**config.mk**
```make
export PLATFORM = sky130hd
export DESIGN_NAME = rect_filler
export DESIGN_NICKNAME = d
export VERILOG_FILES = /design/src/rect_pkg.sv /design/src/rect_filler.sv
export VERILOG_INCLUDE_DIRS = /design/src /design/src/src
export SDC_FILE = /design/constraint.sdc
export NUM_CORES = 1
export LEC_CHECK = 0
export ABC_AREA = 1
export BUFFER_PORTS_ARGS = -buffer_cell sky130_fd_sc_hd__clkbuf_2
export CAP_MARGIN = 10
export CORE_MARGIN = 3
export CORE_UTILIZATION = 27
export CTS_CLUSTER_DIAMETER = 100
export CTS_CLUSTER_SIZE = 40
export DETAILED_ROUTE_END_ITERATION = 10
export SETUP_SLACK_MARGIN = 0.02
export SLEW_MARGIN = 0
export SYNTH_ARGS = -nofsm -noshare
export SYNTH_HDL_FRONTEND = slang
export SYNTH_SLANG_ARGS = --single-unit
```
**constraint.sdc**
```tcl
create_clock -name iCLK -period 4.1 [get_ports iCLK]
set_input_delay 0.41 -clock iCLK [delete_from_list [all_inputs] [get_ports iCLK]]
set_output_delay 0.41 -clock iCLK [all_outputs]
set_load 0.05 [all_outputs]
```
**src/rect_defines.svh**
```systemverilog
`ifndef RECT_DEFINES_SVH
`define RECT_DEFINES_SVH

// ============================================================
// Screen geometry
// ============================================================
// Pixels per row of the frame buffer
`define SCREEN_WIDTH 640
// Covers 640 x 480 pixels
`define FB_ADDR_W    19
`define COORD_W      10
`define COLOR_W      8

// ============================================================
// Mailbox layout
// ============================================================
`define MB_DEPTH     256
`define MB_ADDR_W    8
`define WORD_W       32
// Word 0 holds the command flag, nonzero means a command is pending
`define MB_FLAG      0
`define MB_X1        1
`define MB_Y1        2
`define MB_X2        3
`define MB_Y2        4
`define MB_COLOR     5

`endif

```
**src/rect_pkg.sv**
```systemverilog
`default_nettype none

`include "rect_defines.svh"

package rect_pkg;

	// Vector types for the widths used across the design
	typedef logic [`WORD_W-1:0]    word_t;
	typedef logic [`MB_ADDR_W-1:0] mb_addr_t;
	typedef logic [`COORD_W-1:0]   coord_t;
	typedef logic [`COLOR_W-1:0]   color_t;
	typedef logic [`FB_ADDR_W-1:0] fb_addr_t;

	// Command sequencer states
	// Poll and fetch each take three cycles
	typedef enum logic [3:0] {
		POLL_ADDR,
		POLL_WAIT,
		POLL_TEST,
		FETCH_ADDR,
		FETCH_WAIT,
		FETCH_CAPTURE,
		HANDOFF,
		RELEASE,
		CLEAR_FLAG
	} seq_state_t;

	// Rectangle filler states
	typedef enum logic [1:0] {
		IDLE,
		WALK,
		DONE
	} fill_state_t;

endpackage

`default_nettype wire

```
**src/rect_filler.sv**
```systemverilog
`timescale 1ns/1ns
`default_nettype none

`include "rect_defines.svh"

module rect_filler (
	input  wire              iCLK,
	input  wire              rst,
	// Four-phase handshake from the sequencer
	input  wire              fill_req,
	output logic             fill_ack,
	input  rect_pkg::coord_t x1,
	input  rect_pkg::coord_t y1,
	input  rect_pkg::coord_t x2,
	input  rect_pkg::coord_t y2,
	input  rect_pkg::color_t color,
	// Frame-buffer write port, no back-pressure
	output logic             fb_we,
	output rect_pkg::fb_addr_t fb_addr,
	output rect_pkg::color_t fb_data
);

	// ============================================================
	// Walk position
	// ============================================================
	rect_pkg::fill_state_t state;
	rect_pkg::coord_t      col;
	rect_pkg::coord_t      row;

	// Pixel issued this cycle
	rect_pkg::coord_t      cur_col;
	rect_pkg::coord_t      cur_row;
	logic                  issue;
	logic                  last_pix;

	// First pixel comes straight from the corner inputs
	assign cur_col = (state == rect_pkg::IDLE) ? x1 : col;
	assign cur_row = (state == rect_pkg::IDLE) ? y1 : row;

	assign issue    = ((state == rect_pkg::IDLE) && fill_req) || (state == rect_pkg::WALK);
	// End rule, also covers x1 > x2
	assign last_pix = (cur_col >= x2) && (cur_row >= y2);

	// ============================================================
	// Filler FSM
	// ============================================================
	always_ff @(posedge iCLK) begin
		if (rst) begin
			state    <= rect_pkg::IDLE;
			fb_we    <= 1'b0;
			fill_ack <= 1'b0;
		end else begin
			fb_we <= issue;

			if (issue) begin
				// Raster step
				if (cur_col < x2) begin
					col <= cur_col + rect_pkg::coord_t'(1);
					row <= cur_row;
				end else begin
					col <= x1;
					row <= cur_row + rect_pkg::coord_t'(1);
				end
				state <= last_pix ? rect_pkg::DONE : rect_pkg::WALK;
			end

			// Hold ack until the sequencer lets go of req
			if (state == rect_pkg::DONE) begin
				if (!fill_req) begin
					fill_ack <= 1'b0;
					state    <= rect_pkg::IDLE;
				end else begin
					fill_ack <= 1'b1;
				end
			end
		end
	end

	// Write payload, y * 640 + x
	always_ff @(posedge iCLK) begin
		if (issue) begin
			fb_addr <= rect_pkg::fb_addr_t'(cur_row) * rect_pkg::fb_addr_t'(`SCREEN_WIDTH)
				+ rect_pkg::fb_addr_t'(cur_col);
			fb_data <= color;
		end
	end

endmodule

`default_nettype wire

```
# Word-level counts from Yosys, hierarchy flattened
# Cells that the tools add are included.
# W data, S select, Z words.
# totals
ff_bits	51
# classes
add_sub_neg	3
multipliers	1
magnitude_cmp	3
eq_ne	2
mux	9
bitwise_logic	1
reduce_logical	5
# op_table
cell	n
$mux W10	4
$add A10 B1 Y10 const B	2
$ge A10 B10 Y1	2
$add A19 B10 Y19	1
$mul A10 B3 Y12 const B	1
$lt A10 B10 Y1	1
$mux W2	4
$eq A2 B1 Y1 const B	1
$eq A2 B2 Y1 const B	1
$logic_and A1 B1 Y1	2
$logic_not A2 Y1	1
$reduce_and A2 Y1	1
$logic_or A1 B1 Y1	1
$mux W1	1
$not A1 Y1	1

# Longest topological paths before layout
# depth
ltp_word	8
ltp_mapped	19

# Worst setup path after synthesis
# Ideal clock, no wire load.
# synth_path
path_type	register -> register
from	reg state[0]
to	reg fb_addr[18] (data pin)
arrival_time_ps	2699
setup_slack_ps	1148
path_stages_with_launch	19
n_path_buf	2
period_less_slack_ps	2952
path_cell_list	dfxtp_1 > nor2_2 > buf_6 > buf_12 > o21ai_4 > nand2_1 > inv_1 > nor2_1 > ha_1 > fa_1 > nand2_1 > inv_1 > nand4_1 > a21oi_1 > nand3b_1 > nor2_1 > nand3_1 > nand2_1 > nand2_1
# synth_via
elab_chain_len	4
elab_cells_between_ends	5
classes_between	add/sub: 1; mul: 1; mux: 2; reduce/logical: 1
# synth_rtl
item	line	text
start: declaration	rect_filler.sv:26	rect_pkg::fill_state_t state;
start signal: assignment	rect_filler.sv:49	state <= rect_pkg::IDLE;
start signal: assignment	rect_filler.sv:64	state <= last_pix ? rect_pkg::DONE : rect_pkg::WALK;
start signal: assignment	rect_filler.sv:71	state <= rect_pkg::IDLE;
$logic_not A2 Y1 *	rect_filler.sv:37, rect_filler.sv:38	
$mux W10	rect_filler.sv:38	assign cur_row = (state == rect_pkg::IDLE) ? y1 : row;
$mul A10 B3 Y12	rect_filler.sv:82	fb_addr <= rect_pkg::fb_addr_t'(cur_row) * rect_pkg::fb_addr_t'(`SCREEN_WIDTH)
$add A19 B10 Y19 *	rect_filler.sv:82	
end signal: assignment	rect_filler.sv:82	
end: declaration	rect_filler.sv:19	output rect_pkg::fb_addr_t fb_addr,
# Every way passes the cells marked *; elsewhere a longest branch is shown, timed or not.
# A chain may end at the register's enable or synchronous reset.

# Worst setup path in the final report
# Same ends and word-level chain as after synthesis.

==> run_results.csv <==
group,metric,value,unit
clock_tree,ctsResizeCount,0,
min_path,min-delay-start,"color[2]",
grt,grt-busiest-layer,"met2",
worst_setup_path,r2r_cells,18,
clock_tree,clock_path_buffers,2,
min_path,hold_end,"fb_data[2]$_DFFE_PN_",
sta,clock-skew-final,12.11,ps
synth,ys_warn_count,0,
cells_and_area,drive_above_1_share,21.30,%
power,ir_drop,0.1844,mV
sta,tightestPinTransition,1116,ps
placed_design,place_congestion,0.8358,
power,p_comb_share,57.5,%
sta,relSlewSlack,25.54,%
synth,synthTopCellsByCount,"122 x nand2_1, 77 x inv_1, 47 x edfxtp_1, 42 x nor2_1, 33 x ha_1",
power,clkPwrFrac,15.0,%
power,pwr-share-seq,27.5,%
power,switching_share,47.31,%
clock_tree,cts-buffers-inserted,5,
worst_setup_path,arrival,3420,ps
clock_tree,htree_levels,2,
job,cap_violations,0,
cells_and_area,nets,625,
die,io_pins,80,
grt,grt_antenna_before_repair,0,
sta,finalSetupTns,0,ps
route,drt-total-wl,8583,um
route,vias,3156,
die,initial_core_util,27.83,%
worst_setup_path,start_kind,"flip-flop",
synth,ys_seq_area_share,39.99,%
worst_setup_path,worstPathMaxFanout,29,
placed_design,placed_cell_area,4305,um^2
cells_and_area,fillers,1431,
worst_setup_path,r2r-end,"fb_addr[18]$_DFFE_PN_",
sta,fmax,295.7,MHz
grt,grt_start_max_net_pins,30,
power,p_sw,1.481,mW
cells_and_area,num_antenna_cells,0,
sta,finalSetupViolCount,0,
grt,gr-total-overflow,0,
sta,finalCritPeriodShare,82.49,%
clock_tree,root_buffer,"clkbuf_16",
power,total_power,3.130,mW
placed_design,preCtsSetupSlack,730.0,ps
clock_tree,cts_setup_buffers,0,
grt,grt_pass1_wl,14060,um
cells_and_area,layoutNonFillerInstCount,716,
clock_tree,clkLatencyLatePin,290,ps
grt,grt_use_total,11.65,%
placed_design,io_buffers,79,
min_path,hold_depth,1,
synth,syn_area,3730,um^2
worst_setup_path,crit_type,"reg2reg",
synth,synthFlopType,"edfxtp_1",
sta,fin_ws,717.7,ps
worst_setup_path,timing.rr.start,"state[0]$_SDFF_PP0_",
route,ant_nets,0,
sta,hold_viol_final,0,
die,fp.coreArea,13400,um^2
clock_tree,cts_hold_buf,0,
route,routed_via_density,4.408,
sta,min_period,3382,ps
min_path,hold_class,"in2reg",
cells_and_area,fin_area,4468,um^2
synth,syn_nets,542,
run_status,status,"complete, no violations",
die,die_h,123.5,um
grt,met2_usage,18.99,%
synth,yosys.cell_count.top_type,"nand2_1",
synth,syn_avg_cell_area,8.179,um^2
power,total_leakage_power,2.232,nW
clock_tree,path_clk_slew,70,ps
power,powerDensity,700.6,nW/um^2
route,drt_iter0_drc,164,
grt,grt_pass1_vias,2990,
route,route.detailed.drc,0,
die,dieArea,15260,um^2
worst_setup_path,r2r_setup_slack,720,ps
sta,drv_slew,0,
placed_design,dp.final_hpwl,6857,um
synth,synthArstFlopShare,0,%
grt,grtUsageMet1,16.11,%
synth,ys_ff_latch,51,
placed_design,dp.cells,708,
cells_and_area,area.growth.synth_to_final,19.79,%
synth,yosysTopAreaCell,"edfxtp_1",
clock_tree,cts.sinks,51,
die,die_w,123.5,um
synth,ys_types,37,
synth,yosysTopAreaCellShare,37.84,%
synth,ys_top_cells_by_area,"edfxtp_1 38%, nand2_1 12%, ha_1 11%",
synth,syn_inst,456,
route,routedWlPerCell,11.99,um
sta,rsz0062_at_grt,"no",
cells_and_area,fin_util,33.34,%
sta,hold_ws,294.9,ps
power,p_int,1.649,mW
die,std_cell_rows,42,
clock_tree,cts_tree,"built",
grt,grt_use_met3,1.876,%
worst_setup_path,worst_setup_path_end_kind,"flip-flop",
route,dr.pass1.iters,5,
synth,synth_edf_count,47,
worst_setup_path,worstPathRequired,4140,ps
==> worst max path at each step <==
stage                        start                     to  slack [ps]  cells past startpoint
6_report       state[0]$_SDFF_PP0_  fb_addr[18]$_DFFE_PN_         720                     18
5_1_grt        state[0]$_SDFF_PP0_  fb_addr[18]$_DFFE_PN_         350                     18
4_1_cts        state[0]$_SDFF_PP0_  fb_addr[18]$_DFFE_PN_         700                     18
3_5_place_dp   state[0]$_SDFF_PP0_  fb_addr[18]$_DFFE_PN_         730                     18
3_3_place_gp   state[0]$_SDFF_PP0_  fb_addr[18]$_DFFE_PN_         830                     18
2_1_floorplan  state[0]$_SDFF_PP0_  fb_addr[18]$_DFFE_PN_        1150                     18
==> critical path, cell delays in order, from the launching register on <==
cell and delay, ps:
dfxtp_1 360, nor2_2 100, buf_4 350, nand2_1 160, o21ai_4 140, nand2_1 80, inv_1 110, nor2_1 60
ha_1 220, fa_1 550, nand2_1 70, inv_1 70, nand4_1 100, a21oi_1 240, nand3b_1 110, nor2_1 210
nand3_1 100, nand2_1 70, nand2_1 40
==> sequential cells by signal, indices dropped and copies added (netlist names) <==
| register | flops |
|---|---|
| fb_data | 8 |
| row | 10 |
| fb_addr | 19 |
| fill_ack | 1 |
| col | 10 |
| fb_we | 1 |
| state | 2 |
==> cell type report <==
class                      instances  area [um^2]  share of cell area (%)
sequential                        51         1491                   33.38
timing repair buffer              82        417.9                   9.353
inverter                          79        296.5                   6.637
multi-input combinational        320         1879                   42.06
tap                              176        220.2                   4.929
clock buffer                       7        132.6                   2.968
clock inverter                     1        30.03                  0.6721
==> routing by layer <==
layer | up-vias | part of all wire [%]
li1 | 1642 | -
met1 | 1427 | 48
met2 | 82 | 45
met3 | 5 | 6.3
met4 | 0 | 0.99
met5 | - | 0
==> cells by family (layout without fill, tap and decap cells) <==
family	after synthesis	count (layout)	synth area share (%)
flops	51	51	39.99
compound gates	50	50	8.722
xor+xnor	20	20	4.696
fa+ha+maj	35	35	12.14
simple gates	215	215	24.82
buf+inv	85	169	9.628
==> layout by cell type, fill, tap and decap left out, types with 4 or more instances in the layout <==
cell type  Yosys  final
a21oi_1       16     16
clkbuf_16      0      5
clkbuf_2       0     79
dfxtp_1        4      4
edfxtp_1      47     47
ha_1          33     33
inv_1         77     77
nand2_1      122    122
nand2_2        6      6
nand3_1       18     18
nand4_1       11     11
nor2_1        42     42
nor2_2         4      4
o21ai_0       11     11
o21ai_1        4      4
o21ai_2        8      8
xnor2_1        5      5
xor2_1        15     15
==> power groups by stage <==
stage | sequential (mW) | combinational (mW) | clock, mW
final | 0.861 | 1.80 | 0.469
after global routing | 0.876 | 2.04 | 0.498
after CTS | 0.865 | 1.83 | 0.480
after detailed placement | 0.876 | 1.81 | 0
after global placement | 0.873 | 1.80 | 0
after floorplan | 1.22 | 1.10 | 0
No activity file was read; power rests on OpenSTA's default activity.
