--- config.mk ---
export PLATFORM = sky130hd
export DESIGN_NAME = cmd_sequencer
export DESIGN_NICKNAME = d
export VERILOG_FILES = /design/src/rect_pkg.sv /design/src/cmd_sequencer.sv
export VERILOG_INCLUDE_DIRS = /design/src /design/src/src
export SDC_FILE = /design/constraint.sdc
export NUM_CORES = 1
export LEC_CHECK = 0
export BUFFER_PORTS_ARGS = -buffer_cell sky130_fd_sc_hd__buf_2
export CAP_MARGIN = 10
export CORE_AREA = 4 4 92 94
export DETAILED_ROUTE_END_ITERATION = 10
export DIE_AREA = 0 0 96 98
export PLACE_DENSITY = 0.66
export SYNTH_ARGS = -nofsm -noshare
export SYNTH_HDL_FRONTEND = slang
export SYNTH_SLANG_ARGS = --single-unit
--- constraint.sdc ---
create_clock -name iCLK -period 2.75 [get_ports iCLK]
set_clock_uncertainty 0.1 [all_clocks]
set_input_delay 0.1375 -clock iCLK [delete_from_list [all_inputs] [get_ports iCLK]]
set_output_delay 0.1375 -clock iCLK [all_outputs]
set_load 0.02 [all_outputs]
--- src/rect_defines.svh ---
`ifndef RECT_DEFINES_SVH
`define RECT_DEFINES_SVH

// ============================================================
// Screen geometry
// ============================================================
// Pixels per row of the frame buffer
`define SCREEN_WIDTH 640
// Covers 640 x 480 pixels
`define FB_ADDR_W    19
`define COORD_W      10
`define COLOR_W      8

// ============================================================
// Mailbox layout
// ============================================================
`define MB_DEPTH     256
`define MB_ADDR_W    8
`define WORD_W       32
// Word 0 holds the command flag, nonzero means a command is pending
`define MB_FLAG      0
`define MB_X1        1
`define MB_Y1        2
`define MB_X2        3
`define MB_Y2        4
`define MB_COLOR     5

`endif

--- src/rect_pkg.sv ---
`default_nettype none

`include "rect_defines.svh"

package rect_pkg;

	// Vector types for the widths used across the design
	typedef logic [`WORD_W-1:0]    word_t;
	typedef logic [`MB_ADDR_W-1:0] mb_addr_t;
	typedef logic [`COORD_W-1:0]   coord_t;
	typedef logic [`COLOR_W-1:0]   color_t;
	typedef logic [`FB_ADDR_W-1:0] fb_addr_t;

	// Command sequencer states
	// Poll and fetch each take three cycles
	typedef enum logic [3:0] {
		POLL_ADDR,
		POLL_WAIT,
		POLL_TEST,
		FETCH_ADDR,
		FETCH_WAIT,
		FETCH_CAPTURE,
		HANDOFF,
		RELEASE,
		CLEAR_FLAG
	} seq_state_t;

	// Rectangle filler states
	typedef enum logic [1:0] {
		IDLE,
		WALK,
		DONE
	} fill_state_t;

endpackage

`default_nettype wire

--- src/cmd_sequencer.sv ---
`timescale 1ns/1ns
`default_nettype none

`include "rect_defines.svh"

module cmd_sequencer (
	input  wire                iCLK,
	input  wire                rst,
	// Engine side of the mailbox
	output rect_pkg::mb_addr_t eng_addr,
	output rect_pkg::word_t    eng_wdata,
	output logic               eng_we,
	input  rect_pkg::word_t    eng_rdata,
	// Four-phase handshake to the filler
	output logic               fill_req,
	input  wire                fill_ack,
	// Rectangle parameters, stable while fill_req is high
	output rect_pkg::coord_t   x1,
	output rect_pkg::coord_t   y1,
	output rect_pkg::coord_t   x2,
	output rect_pkg::coord_t   y2,
	output rect_pkg::color_t   color
);

	// ============================================================
	// State
	// ============================================================
	rect_pkg::seq_state_t state;

	// Word index of the parameter being fetched
	rect_pkg::mb_addr_t fetch_idx;

	// Only value the engine ever writes back is the cleared flag
	assign eng_wdata = '0;

	// ============================================================
	// Sequencer FSM
	// ============================================================
	always_ff @(posedge iCLK) begin
		if (rst) begin
			state     <= rect_pkg::POLL_ADDR;
			eng_addr  <= rect_pkg::mb_addr_t'(`MB_FLAG);
			eng_we    <= 1'b0;
			fill_req  <= 1'b0;
			fetch_idx <= rect_pkg::mb_addr_t'(`MB_X1);
		end else begin
			// Write strobe lasts a single cycle
			eng_we <= 1'b0;

			case (state)
				// Point the engine port at the flag word
				rect_pkg::POLL_ADDR: begin
					eng_addr <= rect_pkg::mb_addr_t'(`MB_FLAG);
					state    <= rect_pkg::POLL_WAIT;
				end

				// RAM read in flight
				rect_pkg::POLL_WAIT: begin
					state <= rect_pkg::POLL_TEST;
				end

				// Flag word on eng_rdata now
				rect_pkg::POLL_TEST: begin
					if (eng_rdata != '0) begin
						fetch_idx <= rect_pkg::mb_addr_t'(`MB_X1);
						state     <= rect_pkg::FETCH_ADDR;
					end else begin
						state <= rect_pkg::POLL_ADDR;
					end
				end

				rect_pkg::FETCH_ADDR: begin
					eng_addr <= fetch_idx;
					state    <= rect_pkg::FETCH_WAIT;
				end

				rect_pkg::FETCH_WAIT: begin
					state <= rect_pkg::FETCH_CAPTURE;
				end

				// Keep the low bits of each parameter word
				rect_pkg::FETCH_CAPTURE: begin
					case (fetch_idx)
						rect_pkg::mb_addr_t'(`MB_X1): x1 <= eng_rdata[`COORD_W-1:0];
						rect_pkg::mb_addr_t'(`MB_Y1): y1 <= eng_rdata[`COORD_W-1:0];
						rect_pkg::mb_addr_t'(`MB_X2): x2 <= eng_rdata[`COORD_W-1:0];
						rect_pkg::mb_addr_t'(`MB_Y2): y2 <= eng_rdata[`COORD_W-1:0];
						default: color <= eng_rdata[`COLOR_W-1:0];
					endcase

					// Colour is the last word, then hand off
					if (fetch_idx == rect_pkg::mb_addr_t'(`MB_COLOR)) begin
						fill_req <= 1'b1;
						state    <= rect_pkg::HANDOFF;
					end else begin
						fetch_idx <= fetch_idx + rect_pkg::mb_addr_t'(1);
						state     <= rect_pkg::FETCH_ADDR;
					end
				end

				// Filler is drawing, wait for its ack
				rect_pkg::HANDOFF: begin
					if (fill_ack) begin
						fill_req <= 1'b0;
						state    <= rect_pkg::RELEASE;
					end
				end

				// Ack must drop before the flag is cleared
				rect_pkg::RELEASE: begin
					if (!fill_ack) begin
						eng_addr <= rect_pkg::mb_addr_t'(`MB_FLAG);
						eng_we   <= 1'b1;
						state    <= rect_pkg::CLEAR_FLAG;
					end
				end

				// Zero lands in word 0 at the end of this cycle
				rect_pkg::CLEAR_FLAG: begin
					state <= rect_pkg::POLL_ADDR;
				end

				default: begin
					state <= rect_pkg::POLL_ADDR;
				end
			endcase
		end
	end

endmodule

`default_nettype wire

* After elaboration in Yosys (flattened, before gate mapping)
Cells that the tools add are included.
W data, S select, Z words.
** Word-level totals
- Output and inout bits :: 90
- Register bits :: 70
- Input port bits :: 35
- Word-level logic and storage cells :: 61
** Operators by class
- $add $sub $neg :: 1
- Mux-type cells :: 14
- Equal/unequal tests :: 17
- Reduce and logical (&&, ||, !) cells :: 16
- Bitwise gates (word level) :: 3
** Operator list (count)
- $pmux W4 S8 :: 1
- $reduce_bool A32 Y1 :: 1
- $mux W8 :: 3
- $pmux W8 S3 :: 1
- $reduce_and A3 Y1 :: 7
- $eq A4 B3 Y1 const B :: 4
- $eq A8 B2 Y1 const B :: 2
- $eq A8 B3 Y1 const B :: 2
- $pmux W8 S2 :: 1
- $ne A2 B2 Y1 const B :: 5
- $add A8 B1 Y8 const B :: 1
- $eq A4 B2 Y1 const B :: 2
- $eq A8 B1 Y1 const B :: 1
- $mux W4 :: 2
- $eq A4 B1 Y1 const B :: 1
- $logic_not A4 Y1 :: 1
- $reduce_and A2 Y1 :: 2
- $reduce_bool A2 Y1 :: 2
- $reduce_or A4 Y1 :: 1
- $mux W1 :: 3
- $mux W3 :: 1
- $not A1 Y1 :: 3
- $reduce_bool A3 Y1 :: 1
- $mux W2 :: 1
- 2 further kinds :: 2

* Longest topological paths before layout
- Depth after elaboration :: 4
- Mapped depth :: 6
- Gate-level depth less buffers :: 6

* Least setup slack after synthesis
Ideal clock, no wire load.
- Path kind :: reg-to-reg
- Start point :: reg fetch_idx[3]
- End point :: reg y2[0] (enable)
- Stages on the path, launching flop included :: 5
- Period minus slack after synthesis :: 2.080 ns
- Path slack :: 0.670 ns
- Required time :: 2.260 ns
- Setup time :: 0.390 ns
- Buffers on the path :: 1
- Data arrival time :: 1.590 ns
- Path through :: dfxtp_1 > buf_4 > nor3_1 > nand2_1 > nor3_1
** On the way
- Cells in the longest elaborated chain, start to end :: 2
** Ends and longest elaborated chain
- start, declared :: RTL line cmd_sequencer.sv:31 : rect_pkg::mb_addr_t fetch_idx;
- start signal, assigned :: RTL line cmd_sequencer.sv:45 : fetch_idx <= rect_pkg::mb_addr_t'(`MB_X1);
- start signal, assigned :: RTL line cmd_sequencer.sv:65 : fetch_idx <= rect_pkg::mb_addr_t'(`MB_X1);
- start signal, assigned :: RTL line cmd_sequencer.sv:96 : fetch_idx <= fetch_idx + rect_pkg::mb_addr_t'(1);
- $eq A8 B3 Y1 :: RTL line cmd_sequencer.sv:83 : case (fetch_idx)
- $reduce_and A3 Y1 (no source line)
- end signal, assigned :: RTL line cmd_sequencer.sv:87 : rect_pkg::mb_addr_t'(`MB_Y2): y2 <= eng_rdata[`COORD_W-1:0];
- end, declared :: RTL line cmd_sequencer.sv:21 : output rect_pkg::coord_t y2,
Every way passes these cells.
A chain may end at the register's enable or synchronous reset.

* Worst setup path after layout
- Start point :: reg state[3]
- End point :: reg x1[7] (enable)
** On the way
- Cells in the longest elaborated chain, start to end :: 2
** Ends and longest elaborated chain
- start, declared :: RTL line cmd_sequencer.sv:28 : rect_pkg::seq_state_t state;
- start signal, assigned :: RTL line cmd_sequencer.sv:41 : state <= rect_pkg::POLL_ADDR;
- start signal, assigned :: RTL line cmd_sequencer.sv:54 : state <= rect_pkg::POLL_WAIT;
- start signal, assigned :: RTL line cmd_sequencer.sv:59 : state <= rect_pkg::POLL_TEST;
- $eq A4 B3 Y1 :: RTL line cmd_sequencer.sv:50 : case (state)
- $reduce_and A3 Y1 (no source line)
- end signal, assigned :: RTL line cmd_sequencer.sv:84 : rect_pkg::mb_addr_t'(`MB_X1): x1 <= eng_rdata[`COORD_W-1:0];
- end, declared :: RTL line cmd_sequencer.sv:18 : output rect_pkg::coord_t x1,
Every way passes these cells.

==> impl_metrics.toml <==
[worst_setup_path]
crit_fanout = 17
end_kind = "flip-flop"
worstPathRequired_ns = 2.63
cp-startpoint = "state[3]$_SDFFE_PP0P_"
cp-endpoint = "x1[7]$_DFFE_PP_"
r2r-start = "state[3]$_SDFFE_PP0P_"
crit_path_start_kind = "flip-flop"
rrSetupSlack_ns = 0.50
critPathArrivalTime_ns = 2.13
regToRegEndpoint = "x1[7]$_DFFE_PP_"
critical_path_class = "reg -> reg"
reg2reg_depth = 4

[cts]
path_clk_slew_ns = 0.07
numCtsBuffers = 9
cts_hold_buf = 10
cts.sinks = 70
clockBufferDepth = 2
cts.repair.resized = 0
h-tree-depth = 3
clk_latency_ns = 0.34
cts_tree = "done"
clockRootBuffer = "clkbuf_8"
post_cts_buffers = 0

[synth]
synthFlopType = "edfxtp_1"
ys_seq_elements = 70
async_flop_share_pct = 0
synth.avg_cell_area_um2 = 12.6
synth_top_area_share_pct = 49.4
yosysUniqueCellTypes = 42
synthTopCellsByArea = "edfxtp_1 49%, dfxtp_1 15%, buf_4 9.0%, nand2_1 2.4%, nor4_1 2.4%"
syn-cell-area_um2 = 2920
ys_seq_area_share_pct = 64.5
synth-edff-count = 48
synthCells = 231
yosysMostFrequentCell = "edfxtp_1"
synth_top_area_cell = "edfxtp_1"
synth_common_cells = "48 x edfxtp_1, 35 x buf_4, 22 x dfxtp_1"
yosysWarnings = 0

[power]
power_w = 0.00239
vdd_drop_max_mv = 0.301
p_per_area_nw_per_um2 = 652
leakage_nw = 1.48

[layout]
antennaDiodeCount = 0
syn_to_final_growth_pct = 25.7
utilization_pct = 48.0
drive_gt1_share_pct = 33.9
fillers = 688
final_cells = 441
fin_nets = 373
regArea_um2 = 1880
multi_input_area_um2 = 838

[detailed_routing]
routed_via_density = 4.57
vias = 2014
wl_um = 6060
drc = 0
drt_iter0_markers = 87
antenna_left = 0
first_pass_iters = 4
wire_per_inst_um = 13.7

[die]
die_area_um2 = 9410
die_h_um = 98
initial_utilization_pct = 38.2
rows = 32
coreArea_um2 = 7650
die_w_um = 96
io_pins = 125

[global_routing]
grt_pass1_vias = 1861
grt_pass1_wl_um = 9280
antenna_found_initial = 0
track_usage_pct = 12.9
grt_max_degree = 23
overflow = 0

[place]
gp_congestion = 0.824
portBuffers = 92
post-place-ws_ns = 0.488
dp_hpwl_um = 4360
dp.cells = 415

[timing]
rsz0062_at_grt = "no"
hold_viol_final = 0
fin_ws_ns = 0.501
finalCritPeriodShare_pct = 81.8
setup_tns_ns = 0
finalSetupViolations = 0
max_slew.worst_pin.slew_ns = 0.718
slew_headroom_pct = 51.9
fmax_mhz = 445
report.final.slew_viol_count = 0
fin_crit_ns = 2.25

[hold_path]
hp-class = "in -> reg"

[run]
cap_violations = 0

[outcome]
status = "finished clean"
==> cell usage in the layout, fill, tap and decap left out, types with 2 or more instances in the layout <==
| cell type | Yosys | final |
|---|---|---|
| bufinv_16 | 0 | 2 |
| nand3_1 | 2 | 2 |
| edfxtp_1 | 48 | 48 |
| or3_1 | 2 | 2 |
| nor3_1 | 10 | 9 |
| nand2_1 | 19 | 19 |
| a21oi_1 | 11 | 11 |
| inv_1 | 4 | 4 |
| dlygate4sd3_1 | 0 | 10 |
| and3_1 | 2 | 2 |
| o31ai_1 | 4 | 4 |
| nand4_1 | 3 | 3 |
| o21ai_0 | 2 | 2 |
| buf_4 | 35 | 2 |
| xor2_1 | 3 | 3 |
| dfxtp_1 | 22 | 22 |
| nand2b_1 | 2 | 2 |
| nor2_1 | 5 | 5 |
| a31oi_1 | 3 | 3 |
| nor4_1 | 11 | 11 |
| buf_2 | 3 | 92 |
| and2_1 | 3 | 3 |
| and4_1 | 3 | 3 |
| conb_1 | 1 | 32 |
| ha_1 | 4 | 4 |
| clkbuf_8 | 0 | 9 |
| clkinv_4 | 0 | 3 |
| o21ai_1 | 9 | 9 |
==> per-layer routing <==
metal / GRT usage (%) / vias to the layer above / wire length, µm
met5: 0 / - / 0
met4: 3.94 / 0 / 74
met3: 4.08 / 10 / 557
met2: 20.5 / 96 / 2850
met1: 16.6 / 916 / 2580
li1: - / 992 / -
==> logic make-up (layout without fill, tap and decap cells) <==
kind of cell | after synthesis | after routing | synth area share [%]
other | 1 | 32 | 0.129
and+or+nand+nor | 69 | 69 | 13.3
DFF | 70 | 70 | 64.5
xor gates and xnor gates | 3 | 3 | 0.901
buffers and inverters | 47 | 124 | 10.9
adders and majority gates | 4 | 4 | 1.72
AOI/OAI and AO/OA | 37 | 37 | 8.58
==> stage by stage <==
| stage | area (µm²) | hold WS [ns] |
|---|---|---|
| after global routing | 3670 | 0.119 |
| final | 3670 | 0.106 |
| after detailed placement | 3340 | 0.279 |
| after global placement | 3340 | 0.283 |
| after floorplan | 3030 | 0.136 |
| after CTS | 3670 | 0.0826 |
==> final cells by class <==
cell class,instances,area share [%]
Inverter,4,0.409
Timing Repair Buffer,104,15.7
Clock inverter,7,2.90
Multi-Input combinational cell,145,22.9
Tap cell,102,3.48
Sequential cell,70,51.3
Clock buffer,9,3.38
==> worst min path at each step <==
stage | from | endpoint | slack [ns] | cells past startpoint
floorplan | eng_rdata[0] | color[0]$_DFFE_PP_ | 0.14 | 0
global placement | eng_rdata[8] | y2[8]$_DFFE_PP_ | 0.28 | 1
detailed placement | eng_rdata[8] | y2[8]$_DFFE_PP_ | 0.28 | 1
CTS | fill_ack | eng_we$_SDFF_PP0_ | 0.08 | 3
global route | fill_ack | eng_we$_SDFF_PP0_ | 0.12 | 3
finish | fill_ack | eng_we$_SDFF_PP0_ | 0.11 | 3
==> registers in the layout (all words and copies together), names as in the netlist <==
name,flops
state,4
eng_we,1
y1,10
color,8
fill_req,1
x1,10
x2,10
eng_addr,8
fetch_idx,8
y2,10
==> report_power, final <==
group	internal [W]	switching, W
registers	0.00115	0.0000480
clock network	0.000524	0.000398
logic	0.0000897	0.000184
total	0.00176	0.000630
==> worst max-delay path, stage by stage, from the launching register on <==
cell and delay, ns:
dfxtp_1 0.51, nor2_1 0.28, nand4b_1 0.23, nor3_1 0.26, and2_1 0.51
(Power assumes the default switching activity.)
